<file path="config.mk">
export PLATFORM = sky130hd
export DESIGN_NAME = gpu_cmd_top
export DESIGN_NICKNAME = d
export VERILOG_FILES = /design/src/source/gpu_geom_pkg.sv /design/src/source/gpu_cmd_pkg.sv /design/src/source/gpu_instr_if.sv /design/src/source/gpu_wb_cmd_decoder.sv /design/src/source/gpu_instruction_fifo.sv /design/src/source/gpu_draw_engine.sv /design/src/source/gpu_cmd_top.sv
export SDC_FILE = /design/constraint.sdc
export NUM_CORES = 1
export LEC_CHECK = 0
export ABC_AREA = 1
export BUFFER_PORTS_ARGS = -buffer_cell sky130_fd_sc_hd__buf_4
export CORE_MARGIN = 2
export CORE_UTILIZATION = 45
export DETAILED_ROUTE_END_ITERATION = 10
export PLACE_DENSITY_LB_ADDON = 0.15
export SYNTH_ARGS = -nofsm -noshare
export SYNTH_HDL_FRONTEND = slang
export SYNTH_HIERARCHICAL = 1
export SYNTH_SLANG_ARGS = --single-unit
</file>
<file path="constraint.sdc">
create_clock -name clk -period 7.4 [get_ports clk]
set_clock_uncertainty 0.15 [all_clocks]
set_input_delay 1.11 -clock clk [delete_from_list [all_inputs] [get_ports clk]]
set_output_delay 1.11 -clock clk [all_outputs]
set_load 0.005 [all_outputs]
</file>
<file path="src/source/gpu_geom_pkg.sv">
package gpu_geom_pkg;

  // Screen coordinate widths, enough for 640 x 480
  localparam int COORD_X_W = 10;
  localparam int COORD_Y_W = 9;

  localparam int CHANNEL_W = 8;

  // Horizontal pixel position
  typedef logic [COORD_X_W-1:0] coord_x_t;

  // Vertical pixel position
  typedef logic [COORD_Y_W-1:0] coord_y_t;

  // One colour channel
  typedef logic [CHANNEL_W-1:0] channel_t;

  // Red in the top byte, then green, blue at the bottom
  typedef logic [3*$bits(channel_t)-1:0] color_t;

endpackage

</file>
<file path="src/source/gpu_cmd_pkg.sv">
package gpu_cmd_pkg;

  localparam int WB_DATA_W = 32;
  localparam int WB_ADDR_W = 3;
  localparam int OPCODE_W  = 4;

  typedef logic [WB_DATA_W-1:0] wb_data_t;
  typedef logic [WB_ADDR_W-1:0] wb_addr_t;

  // Instruction opcode, low nibble of the command word
  typedef logic [OPCODE_W-1:0] opcode_t;

  localparam opcode_t OP_NOP   = 4'd0;
  localparam opcode_t OP_POINT = 4'd1;
  localparam opcode_t OP_HLINE = 4'd2;
  localparam opcode_t OP_RECT  = 4'd3;
  localparam opcode_t OP_CLEAR = 4'd4;

  // Wishbone word offsets
  localparam wb_addr_t REG_X1     = 3'd0;
  localparam wb_addr_t REG_Y1     = 3'd1;
  localparam wb_addr_t REG_X2     = 3'd2;
  localparam wb_addr_t REG_Y2     = 3'd3;
  localparam wb_addr_t REG_COLOR  = 3'd4;
  localparam wb_addr_t REG_CMD    = 3'd5; // Write pushes an instruction
  localparam wb_addr_t REG_STATUS = 3'd6; // Read only

  // Status word bit positions
  localparam int STAT_EMPTY_BIT = 0;
  localparam int STAT_FULL_BIT  = 1;
  localparam int STAT_BUSY_BIT  = 2;

endpackage

</file>
<file path="src/source/gpu_instr_if.sv">
`timescale 1ns/1ps

interface gpu_instr_if
  import gpu_geom_pkg::*, gpu_cmd_pkg::*;
  ();

  // Write side, filled by the command decoder
  opcode_t  w_opcode;
  coord_x_t w_x1;
  coord_y_t w_y1;
  coord_x_t w_x2;
  coord_y_t w_y2;
  color_t   w_color;
  logic     push;
  logic     full;

  // Read side, always the oldest entry
  opcode_t  r_opcode;
  coord_x_t r_x1;
  coord_y_t r_y1;
  coord_x_t r_x2;
  coord_y_t r_y2;
  color_t   r_color;
  logic     pop;
  logic     empty;

  // Decoder also reports empty in its status word
  modport producer (
    output w_opcode, w_x1, w_y1, w_x2, w_y2, w_color, push,
    input  full, empty
  );

  modport buffer (
    input  w_opcode, w_x1, w_y1, w_x2, w_y2, w_color, push, pop,
    output r_opcode, r_x1, r_y1, r_x2, r_y2, r_color, empty, full
  );

  modport consumer (
    input  r_opcode, r_x1, r_y1, r_x2, r_y2, r_color, empty,
    output pop
  );

endinterface

</file>
<file path="src/source/gpu_wb_cmd_decoder.sv">
`timescale 1ns/1ps

module gpu_wb_cmd_decoder
  import gpu_geom_pkg::*, gpu_cmd_pkg::*;
  (
  input  logic                 clk,
  input  logic                 n_rst,
  input  logic                 wb_cyc_i,
  input  logic                 wb_stb_i,
  input  logic                 wb_we_i,
  input  wb_addr_t             wb_adr_i,
  input  wb_data_t             wb_dat_i,
  output wb_data_t             wb_dat_o,
  output logic                 wb_ack_o,
  input  logic                 engine_busy_i,
  gpu_instr_if.producer        instr
  );

  typedef enum logic [1:0] {
    IDLE,
    ACK,
    WAIT_RELEASE
  } state_t;

  state_t state, next_state;

  // Shadow copies of the shape parameters
  coord_x_t x1_q;
  coord_y_t y1_q;
  coord_x_t x2_q;
  coord_y_t y2_q;
  color_t   color_q;

  logic     wb_req;
  logic     cmd_stall;
  logic     wr_en;
  wb_data_t status_word;

  assign wb_req = wb_cyc_i && wb_stb_i;

  // Command write with no room left in the FIFO
  assign cmd_stall = wb_we_i && (wb_adr_i == REG_CMD) && instr.full;

  always_ff @(posedge clk) begin
    if (!n_rst) begin
      state <= IDLE;
    end else begin
      state <= next_state;
    end
  end

  always_comb begin
    next_state = state;
    case (state)
      IDLE: begin
        if (wb_req && !cmd_stall) begin
          next_state = ACK;
        end
      end
      ACK:  next_state = WAIT_RELEASE; // Ack lasts one cycle only
      WAIT_RELEASE: begin
        if (!wb_req) begin
          next_state = IDLE;
        end
      end
      default: next_state = IDLE;
    endcase
  end

  assign wb_ack_o = (state == ACK);
  assign wr_en    = wb_ack_o && wb_we_i;

  // Parameter registers load on the acked cycle
  always_ff @(posedge clk) begin
    if (wr_en) begin
      case (wb_adr_i)
        REG_X1:    x1_q <= coord_x_t'(wb_dat_i);
        REG_Y1:    y1_q <= coord_y_t'(wb_dat_i);
        REG_X2:    x2_q <= coord_x_t'(wb_dat_i);
        REG_Y2:    y2_q <= coord_y_t'(wb_dat_i);
        REG_COLOR: color_q <= color_t'(wb_dat_i);
        default: ;
      endcase
    end
  end

  // Instruction leaves together with the command ack
  assign instr.push     = wr_en && (wb_adr_i == REG_CMD);
  assign instr.w_opcode = opcode_t'(wb_dat_i); // Low nibble
  assign instr.w_x1     = x1_q;
  assign instr.w_y1     = y1_q;
  assign instr.w_x2     = x2_q;
  assign instr.w_y2     = y2_q;
  assign instr.w_color  = color_q;

  always_comb begin
    status_word = '0;
    status_word[STAT_EMPTY_BIT] = instr.empty;
    status_word[STAT_FULL_BIT]  = instr.full;
    status_word[STAT_BUSY_BIT]  = engine_busy_i;
  end

  // Read mux, sampled by the master while ack is high
  always_comb begin
    case (wb_adr_i)
      REG_X1:     wb_dat_o = wb_data_t'(x1_q);
      REG_Y1:     wb_dat_o = wb_data_t'(y1_q);
      REG_X2:     wb_dat_o = wb_data_t'(x2_q);
      REG_Y2:     wb_dat_o = wb_data_t'(y2_q);
      REG_COLOR:  wb_dat_o = wb_data_t'(color_q);
      REG_STATUS: wb_dat_o = status_word;
      default:    wb_dat_o = '0; // Command register reads as zero
    endcase
  end

endmodule

</file>
<file path="src/source/gpu_instruction_fifo.sv">
`timescale 1ns/1ps

module gpu_instruction_fifo
  import gpu_geom_pkg::*, gpu_cmd_pkg::*;
  #(
  parameter int FIFO_DEPTH = 8 // Power of two, at least 2
  )
  (
  input  logic        clk,
  input  logic        n_rst,
  gpu_instr_if.buffer instr
  );

  localparam int PTR_W   = $clog2(FIFO_DEPTH);
  localparam int ENTRY_W = $bits(opcode_t) + 2 * $bits(coord_x_t)
                         + 2 * $bits(coord_y_t) + $bits(color_t);

  typedef logic [ENTRY_W-1:0] entry_t;

  entry_t mem [FIFO_DEPTH];

  logic [PTR_W-1:0] rd_ptr;
  logic [PTR_W-1:0] wr_ptr;
  logic [PTR_W:0]   count;  // Extra bit so a full FIFO is distinct from empty

  logic do_push;
  logic do_pop;

  assign do_push = instr.push && !instr.full;
  assign do_pop  = instr.pop && !instr.empty;

  // Storage, written only on accepted pushes
  always_ff @(posedge clk) begin
    if (do_push) begin
      mem[wr_ptr] <= {instr.w_opcode, instr.w_x1, instr.w_y1,
                      instr.w_x2, instr.w_y2, instr.w_color};
    end
  end

  // Head of the queue is always on the read side
  assign {instr.r_opcode, instr.r_x1, instr.r_y1,
          instr.r_x2, instr.r_y2, instr.r_color} = mem[rd_ptr];

  always_ff @(posedge clk) begin
    if (!n_rst) begin
      rd_ptr <= '0;
      wr_ptr <= '0;
      count  <= '0;
    end else begin
      if (do_push) begin
        wr_ptr <= wr_ptr + 1'b1; // Wraps on its own at a power of two
      end
      if (do_pop) begin
        rd_ptr <= rd_ptr + 1'b1;
      end
      case ({do_push, do_pop})
        2'b10:   count <= count + 1'b1;
        2'b01:   count <= count - 1'b1;
        default: ;               // Both or neither, occupancy holds
      endcase
    end
  end

  assign instr.empty = (count == '0);
  assign instr.full  = (count == (PTR_W + 1)'(FIFO_DEPTH));

endmodule

</file>
<file path="src/source/gpu_draw_engine.sv">
`timescale 1ns/1ps

module gpu_draw_engine
  import gpu_geom_pkg::*, gpu_cmd_pkg::*;
  #(
  parameter int SCREEN_W = 640,
  parameter int SCREEN_H = 480
  )
  (
  input  logic          clk,
  input  logic          n_rst,
  gpu_instr_if.consumer instr,
  output logic          busy_o,
  output logic          pixel_valid_o,
  input  logic          pixel_ready_i,
  output coord_x_t      pixel_x_o,
  output coord_y_t      pixel_y_o,
  output color_t        pixel_color_o
  );

  // LOAD shows the first pixel, or drops an undefined opcode
  typedef enum logic [1:0] {
    IDLE,
    LOAD,
    DRAW
  } state_t;

  state_t state;

  // Ordered box of the instruction at the FIFO head
  logic     op_draws;
  coord_x_t box_x_lo;
  coord_x_t box_x_hi;
  coord_y_t box_y_lo;
  coord_y_t box_y_hi;
  color_t   box_color;

  // Box of the instruction being walked
  coord_x_t x_lo_q;
  coord_x_t x_hi_q;
  coord_y_t y_hi_q;
  coord_x_t cur_x;
  coord_y_t cur_y;
  color_t   color_q;
  logic     draws_q;

  logic take;
  logic xfer;
  logic last_pixel;

  always_comb begin
    op_draws  = 1'b1;
    box_color = instr.r_color;
    box_x_lo  = (instr.r_x1 < instr.r_x2) ? instr.r_x1 : instr.r_x2;
    box_x_hi  = (instr.r_x1 < instr.r_x2) ? instr.r_x2 : instr.r_x1;
    box_y_lo  = (instr.r_y1 < instr.r_y2) ? instr.r_y1 : instr.r_y2;
    box_y_hi  = (instr.r_y1 < instr.r_y2) ? instr.r_y2 : instr.r_y1;
    case (instr.r_opcode)
      OP_POINT: begin
        box_x_lo = instr.r_x1;
        box_x_hi = instr.r_x1;
        box_y_lo = instr.r_y1;
        box_y_hi = instr.r_y1;
      end
      OP_HLINE: begin
        box_y_lo = instr.r_y1; // Single row
        box_y_hi = instr.r_y1;
      end
      OP_RECT: ;
      OP_CLEAR: begin
        box_x_lo = '0;
        box_x_hi = coord_x_t'(SCREEN_W - 1);
        box_y_lo = '0;
        box_y_hi = coord_y_t'(SCREEN_H - 1);
      end
      default: op_draws = 1'b0; // NOP and undefined codes
    endcase
  end

  assign take       = (state == IDLE) && !instr.empty;
  assign instr.pop  = take;
  assign busy_o     = (state != IDLE);

  assign pixel_valid_o = (state == DRAW) || ((state == LOAD) && draws_q);
  assign xfer          = pixel_valid_o && pixel_ready_i;
  assign last_pixel    = (cur_x == x_hi_q) && (cur_y == y_hi_q);

  always_ff @(posedge clk) begin
    if (!n_rst) begin
      state <= IDLE;
    end else begin
      case (state)
        IDLE: begin
          if (take) begin
            state <= LOAD;
          end
        end
        LOAD: begin
          if (!draws_q) begin
            state <= IDLE;
          end else if (xfer) begin
            state <= last_pixel ? IDLE : DRAW;
          end
        end
        DRAW: begin
          if (xfer && last_pixel) begin
            state <= IDLE;
          end
        end
        default: state <= IDLE;
      endcase
    end
  end

  // Walk x fastest, then y
  always_ff @(posedge clk) begin
    if (take) begin
      x_lo_q  <= box_x_lo;
      x_hi_q  <= box_x_hi;
      y_hi_q  <= box_y_hi;
      cur_x   <= box_x_lo;
      cur_y   <= box_y_lo;
      color_q <= box_color;
      draws_q <= op_draws;
    end else if (xfer && !last_pixel) begin
      if (cur_x == x_hi_q) begin
        cur_x <= x_lo_q; // Next row
        cur_y <= cur_y + 1'b1;
      end else begin
        cur_x <= cur_x + 1'b1;
      end
    end
  end

  // Held steady while ready is low
  assign pixel_x_o     = cur_x;
  assign pixel_y_o     = cur_y;
  assign pixel_color_o = color_q;

endmodule

</file>
<file path="src/source/gpu_cmd_top.sv">
`timescale 1ns/1ps

module gpu_cmd_top
  import gpu_geom_pkg::*, gpu_cmd_pkg::*;
  #(
  parameter int FIFO_DEPTH = 8,
  parameter int SCREEN_W   = 640,
  parameter int SCREEN_H   = 480
  )
  (
  input  logic     clk,
  input  logic     n_rst,
  input  logic     wb_cyc_i,
  input  logic     wb_stb_i,
  input  logic     wb_we_i,
  input  wb_addr_t wb_adr_i,
  input  wb_data_t wb_dat_i,
  output wb_data_t wb_dat_o,
  output logic     wb_ack_o,
  output logic     pixel_valid_o,
  input  logic     pixel_ready_i,
  output coord_x_t pixel_x_o,
  output coord_y_t pixel_y_o,
  output color_t   pixel_color_o
  );

  logic engine_busy;

  gpu_instr_if u_instr_if ();

  // Producer side, Wishbone registers
  gpu_wb_cmd_decoder u_decoder (
    .clk           (clk),
    .n_rst         (n_rst),
    .wb_cyc_i      (wb_cyc_i),
    .wb_stb_i      (wb_stb_i),
    .wb_we_i       (wb_we_i),
    .wb_adr_i      (wb_adr_i),
    .wb_dat_i      (wb_dat_i),
    .wb_dat_o      (wb_dat_o),
    .wb_ack_o      (wb_ack_o),
    .engine_busy_i (engine_busy),
    .instr         (u_instr_if.producer)
  );

  gpu_instruction_fifo #(
    .FIFO_DEPTH (FIFO_DEPTH)
  ) u_fifo (
    .clk   (clk),
    .n_rst (n_rst),
    .instr (u_instr_if.buffer)
  );

  // Consumer side, pixel stream out
  gpu_draw_engine #(
    .SCREEN_W (SCREEN_W),
    .SCREEN_H (SCREEN_H)
  ) u_engine (
    .clk           (clk),
    .n_rst         (n_rst),
    .instr         (u_instr_if.consumer),
    .busy_o        (engine_busy),
    .pixel_valid_o (pixel_valid_o),
    .pixel_ready_i (pixel_ready_i),
    .pixel_x_o     (pixel_x_o),
    .pixel_y_o     (pixel_y_o),
    .pixel_color_o (pixel_color_o)
  );

endmodule

</file>
==> results.py <==
metrics = {
    "timing": {
        "period_share": 0.697,
        "final-setup-viol-count": 0,
        "relSlewSlack": 0.237,
        "rsz0062_at_grt": "no",
        "fin_setup_tns_ns": 0,
        "max_freq_ghz": 0.194,
        "worstMarginPinSlew_ns": 1.15,
        "finalHoldViolations": 0,
        "slew_violations": 0,
        "fin_crit_ns": 5.16,
    },
    "route": {
        "wl_per_cell_um": 19.8,
        "drc": 0,
        "drt-vias-per-instance": 5.25,
        "drtAntennaViolNets": 0,
        "wl_um": 67400,
        "vias": 17900,
        "drtIter0Drc": 1537,
        "first_pass_iters": 5,
    },
    "floorplan": {
        "dieArea_um2": 65800,
        "core_area_um2": 63100,
        "io_pins": 118,
        "initial_core_util": 0.455,
        "num_rows": 92,
        "die_x_um": 257,
        "dieHeight_um": 257,
    },
    "synthesis": {
        "async_flop_share": 0,
        "ys.flop_type": "edfxtp_1",
        "syn_area_um2": 28700,
        "ys_types": 43,
        "synth.avg_cell_area_um2": 11.9,
        "synth-seq-area-share": 0.706,
        "ys_warn_count": 6,
        "synth_enable_flop_cells": 663,
        "syn_inst": 2420,
        "ys_ff_latch": 680,
    },
    "cts": {
        "cts_hold_buf": 0,
        "cts_tree": "built",
        "htree_levels": 3,
        "clockBufferDepth": 3,
        "cts_made_buffers": 74,
        "cts_setup_buffers": 0,
        "root_buffer": "clkbuf_16",
        "cts_resized": 0,
        "clkTransAtPathRegs_ns": 0.06,
        "clock_sinks": 680,
        "clk_latency_ns": 0.63,
    },
    "final_layout": {
        "drive_above_1_share": 0.104,
        "areaGrowthSynthToFinish_pct": 13.2,
        "nets": 2563,
    },
    "setup_path": {
        "critPathSlowestCell": "dfxtp_4",
        "crit_path_cell_trace": "buf_4 -> nor2_1 -> nor2_1 -> o21ai_0 -> o21ai_1 -> nand2_1 -> nand2_1 -> inv_1 -> ha_1 -> nand2_1 -> nor2_1 -> nand3_1 -> nand3_2 -> clkinv_1 -> nand2_1 -> a21boi_0",
        "path_class": "flop to flop",
        "cp.required_ns": 7.70,
        "worstPathArrival_ns": 5.45,
        "cpPeakStageDelay_ns": 0.96,
        "cp-end-kind": "flop",
        "path_max_fanout": 93,
        "start_kind": "flop",
        "crit_path_frequent_cell": "nand2_1",
    },
    "power": {
        "totalPowerFinal_mw": 8.01,
        "p_leak_nw": 11.8,
        "powerDensity_nw_per_um2": 247,
        "peakVddDrop_uv": 180,
    },
    "status": {
        "status": "completed",
    },
    "grt": {
        "grt_pass1_wl_um": 102000,
        "grt_max_degree": 157,
        "grt_antenna_before_repair": 2,
        "grtUsageTotal": 0.203,
        "grt-ovfl-total": 0,
        "grt_pass1_vias": 17000,
    },
    "place": {
        "port_buffers": 101,
        "gp_congestion": 0.820,
        "hpwlAfterDp_um": 37700,
    },
    "job": {
        "cap_violations": 0,
    },
    "worst_hold_path": {
        "hold_class": "flop to flop",
    },
}
[flip-flops by register name (all words and copies together), names as in the netlist, 9 cells and up, named ones only]
signal                   count
u_decoder/instr.w_y1         9
u_engine/pixel_x_o          10
u_engine/pixel_y_o           9
u_engine/pixel_color_o      24
u_fifo/mem                 528
u_decoder/instr.w_color     24
u_decoder/instr.w_x1        10
u_decoder/instr.w_y2         9
u_engine/x_lo_q             10
u_decoder/instr.w_x2        10
u_engine/y_hi_q              9
u_engine/x_hi_q             10
[critical path, delay by kind of cell, from the launching register on]
family | cells | cell delay, ns
AOI/OAI and AO/OA | 3 | 0.49
adders and majority gates | 1 | 0.30
buffers and inverters | 3 | 1.47
DFF | 1 | 0.96
and+or+nand+nor | 9 | 1.55
[path summary, 6_finish.rpt]
| kind | startpoint | to | cells after the start | slack (ns) |
|---|---|---|---|---|
| worst max-delay path | flop | u_engine/x_lo_q[6]$_DFFE_PP_ | 16 | 2.24 |
| worst min-delay path | u_fifo/wr_ptr[0]$_SDFFE_PN0P_ | u_fifo/wr_ptr[0]$_SDFFE_PN0P_ | 2 | 0.33 |
| worst max register to register | flop | u_engine/x_lo_q[6]$_DFFE_PP_ | 16 | 2.24 |
| worst min register to register | u_fifo/wr_ptr[0]$_SDFFE_PN0P_ | u_fifo/wr_ptr[0]$_SDFFE_PN0P_ | 2 | 0.33 |
[kinds of logic (layout without fill, tap and decap cells)]
kind of cell,Yosys count,after routing,share of synthesized area
fa+ha+maj,24,24,0.0105
compound gates,422,422,0.0785
buf+inv,288,418,0.0463
flops,680,680,0.706
other cells,1,9,0.000131
simple gates,913,913,0.128
mux,66,66,0.0230
xor+xnor,26,26,0.00794
[where the power goes]
part	total (mW)	switching [mW]	internal, mW
Combinational	0.155	0.0971	0.0582
Clock	3.64	1.50	2.15
Sequential	4.21	0.0141	4.20
Total	8.01	1.61	6.40
[through the flow]
| stage | utilization | cell area [um^2] | instances | setup slack, ns | hold slack (ns) |
|---|---|---|---|---|---|
| 2_1_floorplan | - | 28700 | 2427 | 2.15 | 0.298 |
| 3_3_place_gp | 0.476 | 30100 | 3268 | 2.45 | 0.307 |
| 3_5_place_dp | 0.476 | 30100 | 3268 | 2.38 | 0.324 |
| 4_1_cts | 0.515 | 32500 | 3403 | 2.26 | 0.335 |
| 5_1_grt | 0.515 | 32500 | 3403 | 1.73 | 0.360 |
| 6_report | 0.515 | 32500 | 3404 | 2.24 | 0.334 |
[cells in the mapped netlist, types with 3 or more instances]
cell type    n  area (um^2)
a21boi_0     7         52.6
a21boi_1     5         37.5
inv_1      155          582
o21ai_0    273         1370
o21ai_1     31          155
clkbuf_2     4         20.0
ha_1        24          300
dfxtp_1     17          340
inv_2        6         22.5
nand4_1     16          100
nand3_1     65          325
a21oi_1     29          145
edfxtp_1   663        19900
nand3_2      4         40.0
clkbuf_1    47          176
buf_2       43          215
nand2_1    440         1650
nand2_2      3         18.8
o211ai_1     8         60.1
xor2_1      17          149
xnor2_1      9         78.8
mux2i_1     66          661
o22ai_1     66          413
buf_6       11          124
buf_4       18          135
nor2_1     369         1390
[cells in the final DEF (no fill, tap or decap), types with 10 or more instances in the layout]
cell type,Yosys,routed
clkinv_2,0,12
nand4_1,16,16
nor2_1,369,360
dfxtp_1,17,14
nand3_1,65,65
o21ai_0,273,273
buf_4,18,120
inv_1,155,154
o22ai_1,66,66
ha_1,24,24
xor2_1,17,17
clkinv_1,1,13
o21ai_1,31,31
nand2_1,440,440
clkbuf_1,47,12
clkbuf_16,0,75
edfxtp_1,663,663
a21oi_1,29,29
mux2i_1,66,66
nor2_4,2,10
[cell type report]
class	instances	area, um^2
inverter	162	613
sequential	680	20300
tap	846	1060
multi-input combinational	1459	7200
timing repair buffer	121	921
antenna	1	2.50
clock inverter	41	394
clock buffer	94	2020
fill	5458	30600
[layer usage]
layer	GRT usage	routed length [um]	vias to the layer above
li1	-	-	8608
met1	0.288	31000	8672
met2	0.318	30800	501
met3	0.0353	4070	88
met4	0.0641	1540	4
met5	0	26	-
Power figures use the tool's default switching activity.
